## src/design/rst_pkg.sv

```systemverilog
// shared types for the rotary substitution table cipher
// character, key, ciphertext and index types
// character class and table state enums
// ascii bounds, table geometry and key load map
// character classifier
package rst_pkg;

  localparam int unsigned KEY_LEN      = 12;
  localparam int unsigned TABLE_SIDE   = 6;
  // digits follow the letters in the linear position
  localparam int unsigned LETTER_COUNT = 26;

  typedef logic [7:0] rst_char_t;
  typedef rst_char_t [KEY_LEN-1:0] rst_key_t;
  // row character high, column character low
  typedef logic [15:0] rst_ctxt_t;
  typedef logic [2:0] rst_idx_t;

  typedef enum logic [1:0] {
    CHAR_INVALID = 2'd0,
    CHAR_UPPER   = 2'd1,
    CHAR_LOWER   = 2'd2,
    CHAR_DIGIT   = 2'd3
  } rst_char_class_e;

  typedef enum logic {
    TABLE_EMPTY  = 1'b0,
    TABLE_LOADED = 1'b1
  } rst_table_state_e;

  localparam rst_char_t UPPER_A = 8'h41;
  localparam rst_char_t UPPER_Z = 8'h5a;
  localparam rst_char_t LOWER_A = 8'h61;
  localparam rst_char_t LOWER_Z = 8'h7a;
  localparam rst_char_t DIGIT_0 = 8'h30;
  localparam rst_char_t DIGIT_9 = 8'h39;

  // key character feeding each table entry at load
  localparam int unsigned ROW_KEY_POS [TABLE_SIDE] = '{11, 1, 9, 3, 7, 5};
  localparam int unsigned COL_KEY_POS [TABLE_SIDE] = '{10, 0, 8, 2, 6, 4};

  function automatic rst_char_class_e classify_char(input rst_char_t ch);
    rst_char_class_e cls;
    if (ch >= UPPER_A && ch <= UPPER_Z) begin
      cls = CHAR_UPPER;
    end else if (ch >= LOWER_A && ch <= LOWER_Z) begin
      cls = CHAR_LOWER;
    end else if (ch >= DIGIT_0 && ch <= DIGIT_9) begin
      cls = CHAR_DIGIT;
    end else begin
      cls = CHAR_INVALID;
    end
    return cls;
  endfunction

endpackage
```

## src/design/rst_char_if.sv

```systemverilog
// indexed plaintext interface, indexer to encoder
// combinational within a cycle
`timescale 1ns/100ps

interface rst_char_if;
  import rst_pkg::*;

  logic     char_ok;
  logic     alnum_req;
  rst_idx_t row;
  rst_idx_t col;

  modport indexer (
    output char_ok,
    output alnum_req,
    output row,
    output col
  );

  modport encoder (
    input char_ok,
    input alnum_req,
    input row,
    input col
  );

endinterface

```

## src/design/rst_table_if.sv

```systemverilog
// table interface between table keeper and encoder
// carries row and column characters, install state
// and the rotate request back from the encoder
`timescale 1ns/100ps

interface rst_table_if;
  import rst_pkg::*;

  rst_char_t [TABLE_SIDE-1:0] rows;
  rst_char_t [TABLE_SIDE-1:0] cols;
  logic                       loaded;
  // sampled at the clock edge, rotates once when loaded
  logic                       advance;

  modport keeper (
    output rows,
    output cols,
    output loaded,
    input  advance
  );

  modport encoder (
    input  rows,
    input  cols,
    input  loaded,
    output advance
  );

endinterface

```

## src/design/rst_cipher.sv

```systemverilog
// rotary substitution table cipher, encrypt side
// top level with plain ports
// table keeper and character indexer feed the encoder
`timescale 1ns/100ps

module rst_cipher (
  input  logic               clk,
  input  logic               rst_n,
  input  logic               ptxt_valid,
  input  rst_pkg::rst_char_t ptxt_char,
  input  rst_pkg::rst_key_t  key,
  output rst_pkg::rst_ctxt_t ctxt_str,
  output logic               ctxt_ready,
  output logic               err_invalid_ptxt_char,
  output logic               err_invalid_key,
  output logic               key_not_installed
);

  rst_table_if tbl_if ();
  rst_char_if  char_if ();

  rst_table_keeper u_table_keeper (
    .clk             (clk),
    .rst_n           (rst_n),
    .key             (key),
    .tbl             (tbl_if.keeper),
    .err_invalid_key (err_invalid_key)
  );

  rst_char_indexer u_char_indexer (
    .ptxt_valid (ptxt_valid),
    .ptxt_char  (ptxt_char),
    .idx        (char_if.indexer)
  );

  rst_encoder u_encoder (
    .clk                   (clk),
    .rst_n                 (rst_n),
    .tbl                   (tbl_if.encoder),
    .idx                   (char_if.encoder),
    .ctxt_str              (ctxt_str),
    .ctxt_ready            (ctxt_ready),
    .err_invalid_ptxt_char (err_invalid_ptxt_char),
    .key_not_installed     (key_not_installed)
  );

endmodule

```

## src/design/rst_encoder.sv

```systemverilog
// encoder
// selects the row and column pair for an accepted character
// requests a table rotation on the same edge
// registered ciphertext, ready and status flags
`timescale 1ns/100ps

module rst_encoder (
  input  logic               clk,
  input  logic               rst_n,
  rst_table_if.encoder       tbl,
  rst_char_if.encoder        idx,
  output rst_pkg::rst_ctxt_t ctxt_str,
  output logic               ctxt_ready,
  output logic               err_invalid_ptxt_char,
  output logic               key_not_installed
);

  logic        accept;
  logic [15:0] pair;

  // valid alphanumeric request against a loaded table
  assign accept = idx.alnum_req && tbl.loaded;

  assign pair = {tbl.rows[idx.row], tbl.cols[idx.col]};

  // rotation takes effect at the edge that registers this result
  assign tbl.advance = accept;

  always_ff @(posedge clk or negedge rst_n) begin
    if (!rst_n) begin
      ctxt_str              <= '0;
      ctxt_ready            <= 1'b0;
      err_invalid_ptxt_char <= 1'b0;
      key_not_installed     <= 1'b1;
    end else begin
      ctxt_ready <= accept;
      if (accept) begin
        ctxt_str <= pair;
      end else begin
        ctxt_str <= '0;
      end
      // flagged regardless of ptxt_valid
      err_invalid_ptxt_char <= !idx.char_ok;
      key_not_installed     <= !tbl.loaded;
    end
  end

endmodule

```

## src/design/rst_char_indexer.sv

```systemverilog
// character indexer
// classifies the plaintext character and maps it to
// a row and column of the substitution table
`timescale 1ns/100ps

module rst_char_indexer (
  input  logic               ptxt_valid,
  input  rst_pkg::rst_char_t ptxt_char,
  rst_char_if.indexer        idx
);
  import rst_pkg::*;

  rst_char_class_e cls;
  rst_char_t       pos;
  logic            char_ok;

  assign cls = classify_char(ptxt_char);

  // linear position 0..35, case folded
  always_comb begin
    case (cls)
      CHAR_UPPER: pos = ptxt_char - UPPER_A;
      CHAR_LOWER: pos = ptxt_char - LOWER_A;
      CHAR_DIGIT: pos = ptxt_char - DIGIT_0 + rst_char_t'(LETTER_COUNT);
      default:    pos = '0;
    endcase
  end

  assign char_ok = (cls != CHAR_INVALID);

  assign idx.char_ok   = char_ok;
  assign idx.alnum_req = ptxt_valid && char_ok;
  assign idx.row       = rst_idx_t'(pos / TABLE_SIDE);
  assign idx.col       = rst_idx_t'(pos % TABLE_SIDE);

endmodule

```

## src/design/rst_table_keeper.sv

```systemverilog
// table keeper
// one-time load from the first valid key
// cyclic rotation of rows and columns per accepted character
`timescale 1ns/100ps

module rst_table_keeper (
  input  logic              clk,
  input  logic              rst_n,
  input  rst_pkg::rst_key_t key,
  rst_table_if.keeper       tbl,
  output logic              err_invalid_key
);
  import rst_pkg::*;

  rst_table_state_e state;
  rst_table_state_e state_next;
  logic             key_ok;
  logic             do_load;
  logic             do_rotate;

  rst_char_t [TABLE_SIDE-1:0] rows_q;
  rst_char_t [TABLE_SIDE-1:0] cols_q;

  rst_key_checker u_key_checker (
    .clk             (clk),
    .rst_n           (rst_n),
    .key             (key),
    .key_ok          (key_ok),
    .err_invalid_key (err_invalid_key)
  );

  assign do_load   = (state == TABLE_EMPTY) && key_ok;
  assign do_rotate = (state == TABLE_LOADED) && tbl.advance;

  always_comb begin
    state_next = state;
    case (state)
      TABLE_EMPTY: begin
        if (key_ok) begin
          state_next = TABLE_LOADED;
        end
      end
      // later keys are ignored until reset
      TABLE_LOADED: state_next = TABLE_LOADED;
      default: state_next = TABLE_EMPTY;
    endcase
  end

  always_ff @(posedge clk or negedge rst_n) begin
    if (!rst_n) begin
      state <= TABLE_EMPTY;
    end else begin
      state <= state_next;
    end
  end

  always_ff @(posedge clk) begin
    if (do_load) begin
      for (int i = 0; i < TABLE_SIDE; i++) begin
        rows_q[i] <= key[ROW_KEY_POS[i]];
        cols_q[i] <= key[COL_KEY_POS[i]];
      end
    end else if (do_rotate) begin
      // entry i moves to i+1, last wraps to 0
      rows_q <= {rows_q[TABLE_SIDE-2:0], rows_q[TABLE_SIDE-1]};
      cols_q <= {cols_q[TABLE_SIDE-2:0], cols_q[TABLE_SIDE-1]};
    end
  end

  assign tbl.rows   = rows_q;
  assign tbl.cols   = cols_q;
  assign tbl.loaded = (state == TABLE_LOADED);

endmodule

```

## src/design/rst_key_checker.sv

```systemverilog
// key checker
// every character alphanumeric and no repeats
// combinational key_ok plus registered invalid key flag
`timescale 1ns/100ps

module rst_key_checker (
  input  logic             clk,
  input  logic             rst_n,
  input  rst_pkg::rst_key_t key,
  output logic             key_ok,
  output logic             err_invalid_key
);
  import rst_pkg::*;

  logic all_alnum;
  logic dup_found;

  always_comb begin
    all_alnum = 1'b1;
    dup_found = 1'b0;
    for (int i = 0; i < KEY_LEN; i++) begin
      if (classify_char(key[i]) == CHAR_INVALID) begin
        all_alnum = 1'b0;
      end
      // each pair compared once
      for (int j = i + 1; j < KEY_LEN; j++) begin
        if (key[i] == key[j]) begin
          dup_found = 1'b1;
        end
      end
    end
  end

  assign key_ok = all_alnum && !dup_found;

  always_ff @(posedge clk or negedge rst_n) begin
    if (!rst_n) begin
      err_invalid_key <= 1'b0;
    end else begin
      err_invalid_key <= !key_ok;
    end
  end

endmodule

```

## config.mk

```make
export PLATFORM = sky130hd
export DESIGN_NAME = rst_cipher
export DESIGN_NICKNAME = d
export VERILOG_FILES = /design/src/design/rst_pkg.sv /design/src/design/rst_char_if.sv /design/src/design/rst_table_if.sv /design/src/design/rst_cipher.sv /design/src/design/rst_encoder.sv /design/src/design/rst_char_indexer.sv /design/src/design/rst_table_keeper.sv /design/src/design/rst_key_checker.sv
export SDC_FILE = /design/constraint.sdc
export NUM_CORES = 1
export LEC_CHECK = 0
export BUFFER_PORTS_ARGS = -buffer_cell sky130_fd_sc_hd__buf_2
export CORE_MARGIN = 2
export CORE_UTILIZATION = 50
export CTS_CLUSTER_DIAMETER = 80
export CTS_CLUSTER_SIZE = 14
export DETAILED_ROUTE_END_ITERATION = 8
export GPL_ROUTABILITY_DRIVEN = 0
export PLACE_DENSITY_LB_ADDON = 0.1
export SYNTH_ARGS = -nofsm -noshare
export SYNTH_HDL_FRONTEND = slang
export SYNTH_SLANG_ARGS = --single-unit
```

## constraint.sdc

```tcl
create_clock -name clk -period 9.8 [get_ports clk]
set_input_delay 1.47 -clock clk [delete_from_list [all_inputs] [get_ports clk]]
set_output_delay 1.47 -clock clk [all_outputs]
set_load 0.005 [all_outputs]
```

# Word level (Yosys, flattened, before mapping)
# Index checks and enable logic that the tools add are counted.
[op_classes]
n_addsub = 4
div_mod_pow = 2
order_cmp = 80
n_eq_ne = 69
muxes = 129
bitwise = 1
n_reduce_logical = 62
[ops]
columns = ["operator", "count"]
rows = [
  ["8-bit == test", 66],
  ["8-bit by 7-bit greater-or-equal comparator with 1-bit output (second input constant)", 26],
  ["8-bit by 7-bit <= comparator with 1-bit output (second input constant)", 26],
  ["48-bit two-way mux", 4],
  ["8-bit by 6-bit greater-or-equal comparator with 1-bit output (second input constant)", 13],
  ["8-bit by 6-bit <= comparator with 1-bit output (second input constant)", 13],
  ["1-bit two-way mux", 79],
  ["2-bit two-way mux", 39],
  ["8-bit binary-select mux with 3-bit select", 2],
  ["1-bit logical AND", 44],
  ["8-bit by 3-bit divider with 32-bit output (second input constant)", 1],
  ["8-bit by 3-bit modulo with 32-bit output (second input constant)", 1],
  ["2-bit zero test", 12],
  ["8-bit case mux with 3 select lines", 1],
  ["16-bit two-way mux", 1],
  ["8-bit two-way mux", 2],
  ["8-bit by 7-bit subtractor with 8-bit output (second input constant)", 2],
  ["8-bit by 5-bit adder with 8-bit output (second input constant)", 1],
  ["3-bit by 4-bit < comparator with 1-bit output (second input constant)", 2],
  ["8-bit by 6-bit subtractor with 8-bit output (second input constant)", 1],
  ["2-bit == test (second input constant)", 2],
  ["1-bit zero test", 4],
  ["2-bit nonzero test", 2],
  ["2-bit by 1-bit == test with 1-bit output (second input constant)", 1],
  ["other kinds (2)", 2],
]
[totals]
regBits = 117
input_bits = 107
out_inout_bits = 20
word_cells = 365

# Longest topological paths before layout
[logic_depth]
ltp_word = 71
ltp_mapped = 20
depth_no_buf = 17

# By module
# A second synthesis with hierarchy kept.
[unflattened]
hier_cells = 1347
area_unflattened_um2 = 13218.9
[modules_own_cells]
columns = ["mod", "n_inst", "cells_per_inst", "area_each_um2", "seq_area_each_um2"]
rows = [
  ["rst_key_checker", 1, 945, 7048.0, 25.0],
  ["rst_table_keeper", 1, 208, 4211.5, 2907.8],
  ["rst_encoder", 1, 108, 1315.0, 476.7],
  ["rst_char_indexer", 1, 86, 644.4, 0.0],
]

# Worst setup path before layout
# No wires, ideal clock.
[synth_timing]
path_type = "input -> register"
from = "in key[53] in the netlist's numbering"
to = "reg u_table_keeper.cols_q, in the netlist u_table_keeper.tbl.cols[0], enable pin"
setup_time_ps = 683
t_arrival_ps = 10205
required_time_ps = 9117
setup_slack_ps = -1089
path_stages = 9
path_buffers = 2
cell_sequence = "clkbuf_1 -> buf_1 -> a21oi_1 -> nor4_1 -> nand4_1 -> a2111oi_0 -> o2111ai_1 -> or3_1 -> o21ai_0"
[synth_via]
elab_chain_cells = 66
elab_cells_between_ends = 95
cone_classes = "order compare (6); eq/ne (11); mux (70); reduce/logical (8)"
[synth_rtl]
columns = ["item", "line", "source"]
rows = [
  ["start: declaration", "rst_cipher.sv:11", "input rst_pkg::rst_key_t key,"],
  ["8-bit == test", "rst_key_checker.sv:27", "if (key[i] == key[j]) begin"],
  ["1-bit two-way mux (61 in series)", "rst_key_checker.sv:27", ""],
  ["1-bit zero test", "rst_key_checker.sv:34", "assign key_ok = all_alnum && !dup_found;"],
  ["1-bit logical AND (*)", "rst_key_checker.sv:34", ""],
  ["1-bit logical AND (*)", "rst_table_keeper.sv:32", "assign do_load = (state == TABLE_EMPTY) && key_ok;"],
  ["2-bit nonzero test (no line) (*)", "--", ""],
  ["end signal: indexed assignment", "rst_table_keeper.sv:61", "cols_q[i] <= key[COL_KEY_POS[i]];"],
  ["end signal: assignment", "rst_table_keeper.sv:66", "cols_q <= {cols_q[TABLE_SIDE-2:0], cols_q[TABLE_SIDE-1]};"],
  ["end: declaration", "rst_table_keeper.sv:22", "rst_char_t [TABLE_SIDE-1:0] cols_q;"],
]
# Every way passes the cells marked *; elsewhere a longest branch is shown, timed or not.
# A chain may end at the register's enable or synchronous reset.

# Worst setup path in the final report
[layout_timing]
from = "in ptxt_char[1]"
to = "reg u_encoder.ctxt_str[0]"
[layout_via]
elab_chain_cells = 11
elab_cells_between_ends = 27
cone_classes = "add/sub (4); div (1); order compare (6); eq/ne (3); mux (7); reduce/logical (6)"
[layout_rtl]
columns = ["item", "line", "source"]
rows = [
  ["start: declaration", "rst_cipher.sv:10", "input rst_pkg::rst_char_t ptxt_char,"],
  ["branches (longest 10 deep; another with 8-bit by 3-bit modulo with 32-bit output)", "--", ""],
  ["16-bit two-way mux (*)", "rst_encoder.sv:37", "if (accept) begin"],
  ["end signal: assignment", "rst_encoder.sv:38", "ctxt_str <= pair;"],
  ["end: declaration", "rst_encoder.sv:12", "output rst_pkg::rst_ctxt_t ctxt_str,"],
]
# Mark *: on every way between the ends. The select of a mux whose other input is x is not followed.

==> summary by stage <==
Min path
The min-delay analysis places its worst path in the category reg -> reg.

STA
Between clock sinks in the finished design, the worst skew comes to 12.9 ps. The number of slew-limit violations in the final report is 0. The post-route clock period utilization is 0.607. Final hold analysis gives a worst-case slack of 520 ps. The number of hold-slack violations in the final timing report is 0. For the final routed database, the setup TNS stands at 0 ps.

Setup repair after global routing left no endpoint under its margin. The final critical-path required period is 5950 ps. The highest attainable clock frequency is 0.168 GHz.

Headroom to the max-slew limit came out at 0.266. At the pin with the least slew margin, the transition time is 1100 ps. The number of endpoints failing setup at the final stage is 0.

Worst setup path
For the worst setup path, the data required time is 10100 ps. The critical path capture point is u_encoder.ctxt_str[0]$_DFF_PN0_. The worst setup path is launched from an input port. The reg-to-reg critical path endpoint is u_table_keeper.tbl.rows[4]$_DFFE_PP_. Along the worst path, the maximum fanout reaches 17.

The worst register-to-register path has a setup slack of 7190 ps. The stage delay of the slowest cell on the critical path is 940 ps. STA classifies the critical path endpoint as a flip-flop.

The slowest stage of the critical path is the sky130_fd_sc_hd__a211oi_4 cell. The signal on the critical path passes through buf_2, inv_1, ha_1, or4b_4, o22a_1, a21o_1, and3_1, ha_1, nor2b_1, nand4_1, a21oi_1, nor2_1, o221ai_4, nor3_1, a211oi_4, mux2i_1, nor3_1, a2111o_1. The launching instance or port of the critical path is ptxt_char[1]. The startpoint identified for the worst register-to-register timing path is u_table_keeper.tbl.loaded$_DFF_PN0_.

The critical path in this run is classified as in -> reg. The worst register-to-register path has a depth of 4. At the worst endpoint, the arrival time is 6240 ps.

Logic synthesis
The synthesized netlist occupies a cell area of 13200 sq um. In this run the mean area of a mapped cell was 9.10 sq um. The number of nets handed over by synthesis was 1559. The flip-flop cell with the highest count after synthesis is sky130_fd_sc_hd__edfxtp_1. In the synthesized netlist the async set-or-reset flop fraction comes to 0.179. For this run, the register share of the synthesized area comes to 0.259. Yosys printed 0 warnings. The post-synthesis register bit count is 117. The number of different library cells in the post-synthesis netlist is 64.

The count of flip-flops with a built-in enable after synthesis is 96. The cell count after synthesis is 1446.

Final layout
The total of fill cells in the finished design is 2470. The number of nets in the layout is 1513. 0 antenna diodes ended up in the layout. The area added between synthesis and finish is 6.33%. The fraction of layout cells with a size suffix above 1 is 0.191. The multi-input combinational cells in the finished layout cover a total of 8930 sq um.

The sequential cells in the finished layout cover a total of 3410 sq um.

Floorplanning
The count of boundary I/O pins is 127. The die span in y is 166 um. The area of the die is 27600 sq um. The initialized floorplan defines 59 standard-cell rows.

The starting utilization of the core area is 0.507. The area of the core is 26000 sq um. The die width is 166 um.

Run status
The run finished with clean final reports.

Global routing
Across every metal layer, demand over resource in global routing totals 0.331. The number of antenna violations at the first check in global routing came to 0. The global-route wire length before repair is 70200 um.

The number of global-route vias before repair is 11000. The global-route congestion overflow total is 0. Entering global routing, the biggest net connects 81 pins.

Pwr
The worst vdd rail ir drop is 137 uV. The power density of the placed cells is 114 nW/um^2. The leakage power is 0.00463 uW.

Run
The number of violations of the max-capacitance limit is 0.

Routing
The initial DRC count is 1422. The sum of routed wire length over all layers is 46900 um. The detailed-routing iteration count for the pre-antenna-repair pass is 5.

The final route contains 11400 vias. The post-detailed-route DRC marker count is 0. The average routed wire per standard cell is 26.9 um. The detailed-route vias per instance is 6.51.

The count of nets left with antenna violations once routing finished came out at 0.

Clocking
The post-cts hold buffer count is 0. In this run the number of H-tree levels came out at 4. The clock passes through at most 2 buffers. The post-CTS setup-driven buffer insertion count is 0. The worst-skew pair later-pin latency is 430 ps. In this run, CTS created clock tree buffers numbering 17.

Counting every sink on the clock net gives 117. The clock edge transition at the registers on the reported setup and hold paths is 70 ps. TritonCTS built the clock tree.

Once the clock tree was built, the resizer swapped 0 gates to a different size. The root buffer cell is sky130_fd_sc_hd__clkbuf_16.

Placed design
Detailed placement ended at an HPWL of 29700 um. The count of buffers from port buffering is 126.
[cell type report]
class                           count  share of cell area
Tap cell                          335              0.0300
Timing Repair Buffer              131              0.0477
Clock buffer                       18              0.0314
Sequential cell                   117               0.244
Clock inverter                     14             0.00733
Inverter                            8             0.00215
Multi-Input combinational cell   1125               0.638
[synthesized netlist by cell type (3+ instances only)]
library cell,n,share of area
sky130_fd_sc_hd__mux2i_1,33,0.025
sky130_fd_sc_hd__a2111o_1,7,0.0060
sky130_fd_sc_hd__nand2_1,67,0.019
sky130_fd_sc_hd__o221ai_1,8,0.0053
sky130_fd_sc_hd__a22o_1,12,0.0080
sky130_fd_sc_hd__buf_1,72,0.021
sky130_fd_sc_hd__or2_2,3,0.0014
sky130_fd_sc_hd__mux2_1,4,0.0034
sky130_fd_sc_hd__dfrtp_1,20,0.038
sky130_fd_sc_hd__o21ai_0,21,0.0080
sky130_fd_sc_hd__ha_1,6,0.0057
sky130_fd_sc_hd__inv_1,8,0.0023
sky130_fd_sc_hd__xor2_1,274,0.18
sky130_fd_sc_hd__nand4_1,72,0.034
sky130_fd_sc_hd__nand3_1,5,0.0019
sky130_fd_sc_hd__a21oi_1,34,0.013
sky130_fd_sc_hd__nor3_1,23,0.0087
sky130_fd_sc_hd__nor2b_1,14,0.0067
sky130_fd_sc_hd__mux2_2,90,0.077
sky130_fd_sc_hd__o211ai_1,5,0.0029
sky130_fd_sc_hd__buf_2,26,0.0099
sky130_fd_sc_hd__buf_6,5,0.0043
sky130_fd_sc_hd__nor2_1,37,0.011
sky130_fd_sc_hd__or4_1,8,0.0046
sky130_fd_sc_hd__a2111oi_0,4,0.0027
sky130_fd_sc_hd__xnor2_1,259,0.17
sky130_fd_sc_hd__and3_1,11,0.0052
sky130_fd_sc_hd__clkbuf_1,91,0.026
sky130_fd_sc_hd__nor4_1,79,0.038
sky130_fd_sc_hd__a22oi_1,6,0.0034
sky130_fd_sc_hd__o2111ai_1,3,0.0020
sky130_fd_sc_hd__edfxtp_1,96,0.22
[critical path: cells and delay by family]
kind,cells,cell delay [ps]
AOI/OAI and AO/OA,6,2390
and+or+nand+nor,7,1250
adders and majority gates,2,550
muxes,1,310
buffers and inverters,2,260
[through the flow]
| step | cell area [sq um] | util | power, uW | worst slack, ps | instances |
|---|---|---|---|---|---|
| finish | 14000 | 0.539 | 1600 | 3850 | 1748 |
| global route | 14000 | 0.539 | 1660 | 3480 | 1748 |
| CTS | 14000 | 0.539 | 1600 | 3880 | 1748 |
| detailed placement | 13500 | 0.518 | 1020 | 3450 | 1716 |
| global placement | 13500 | 0.518 | 1010 | 3560 | 1716 |
| floorplan | 13200 | - | 909 | 1500 | 1446 |
[cells by family (layout without fill, tap and decap cells)]
kind of cell / after synthesis / in the layout / share of synthesized area
muxes: 127 / 127 / 0.106
adders and majority gates: 6 / 6 / 0.00570
buffers and inverters: 204 / 171 / 0.0641
DFF: 117 / 117 / 0.259
xor gates and xnor gates: 533 / 533 / 0.355
and+or+nand+nor: 331 / 331 / 0.138
AOI/OAI and AO/OA: 128 / 128 / 0.0729
[worst min-delay path by stage]
stage / start / to / slack (ps) / cells past startpoint
after detailed placement: u_table_keeper.tbl.cols[43]$_DFFE_PP_ / u_encoder.ctxt_str[3]$_DFF_PN0_ / 510 / 1
final: u_table_keeper.tbl.cols[46]$_DFFE_PP_ / u_encoder.ctxt_str[6]$_DFF_PN0_ / 520 / 1
after floorplan: u_table_keeper.tbl.loaded$_DFF_PN0_ / u_encoder.key_not_installed$_DFF_PN1_ / 420 / 1
after global routing: u_table_keeper.tbl.cols[45]$_DFFE_PP_ / u_encoder.ctxt_str[5]$_DFF_PN0_ / 540 / 1
after global placement: u_table_keeper.tbl.cols[46]$_DFFE_PP_ / u_encoder.ctxt_str[6]$_DFF_PN0_ / 500 / 1
after CTS: u_table_keeper.tbl.cols[46]$_DFFE_PP_ / u_encoder.ctxt_str[6]$_DFF_PN0_ / 520 / 1
[power breakdown]
group / internal (uW) / switching (uW)
Combinational: 174 / 306
Sequential: 543 / 1.66
Clock: 331 / 246
Total: 1050 / 554
[per-layer routing]
layer | global-route usage | vias to the layer above | share of wire
met5 | 0 | - | 0
met4 | 0.150 | 0 | 0.051
met3 | 0.0786 | 203 | 0.11
met2 | 0.511 | 747 | 0.44
met1 | 0.442 | 5534 | 0.40
li1 | - | 4895 | -
[state kept, by name (all words and copies together) (netlist names)]
| name | cells |
|---|---|
| u_encoder.ctxt_ready | 1 |
| u_table_keeper.tbl.rows | 48 |
| u_encoder.ctxt_str | 16 |
| u_encoder.key_not_installed | 1 |
| u_encoder.err_invalid_ptxt_char | 1 |
| u_table_keeper.tbl.loaded | 1 |
| u_table_keeper.u_key_checker.err_invalid_key | 1 |
| u_table_keeper.tbl.cols | 48 |
[cells in the final DEF, fill, tap and decap left out, drive strengths merged, types with 3 or more instances in the layout]
master	instances
xor2	274
xnor2	259
buf	131
edfxtp	96
mux2	94
nor4	79
nand4	72
nand2	67
nor2	37
a21oi	34
mux2i	33
nor3	24
o21ai	23
dfrtp	20
clkbuf	18
nor2b	14
a22o	12
inv	12
and3	11
o221ai	10
or4	8
a2111o	7
a22oi	6
ha	6
clkinv	6
o211ai	5
nand3	5
a2111oi	4
clkinvlp	4
or2	3
o2111ai	3
a32oi	3
a211oi	3
Note: power is estimated with default switching activity, not from simulation.
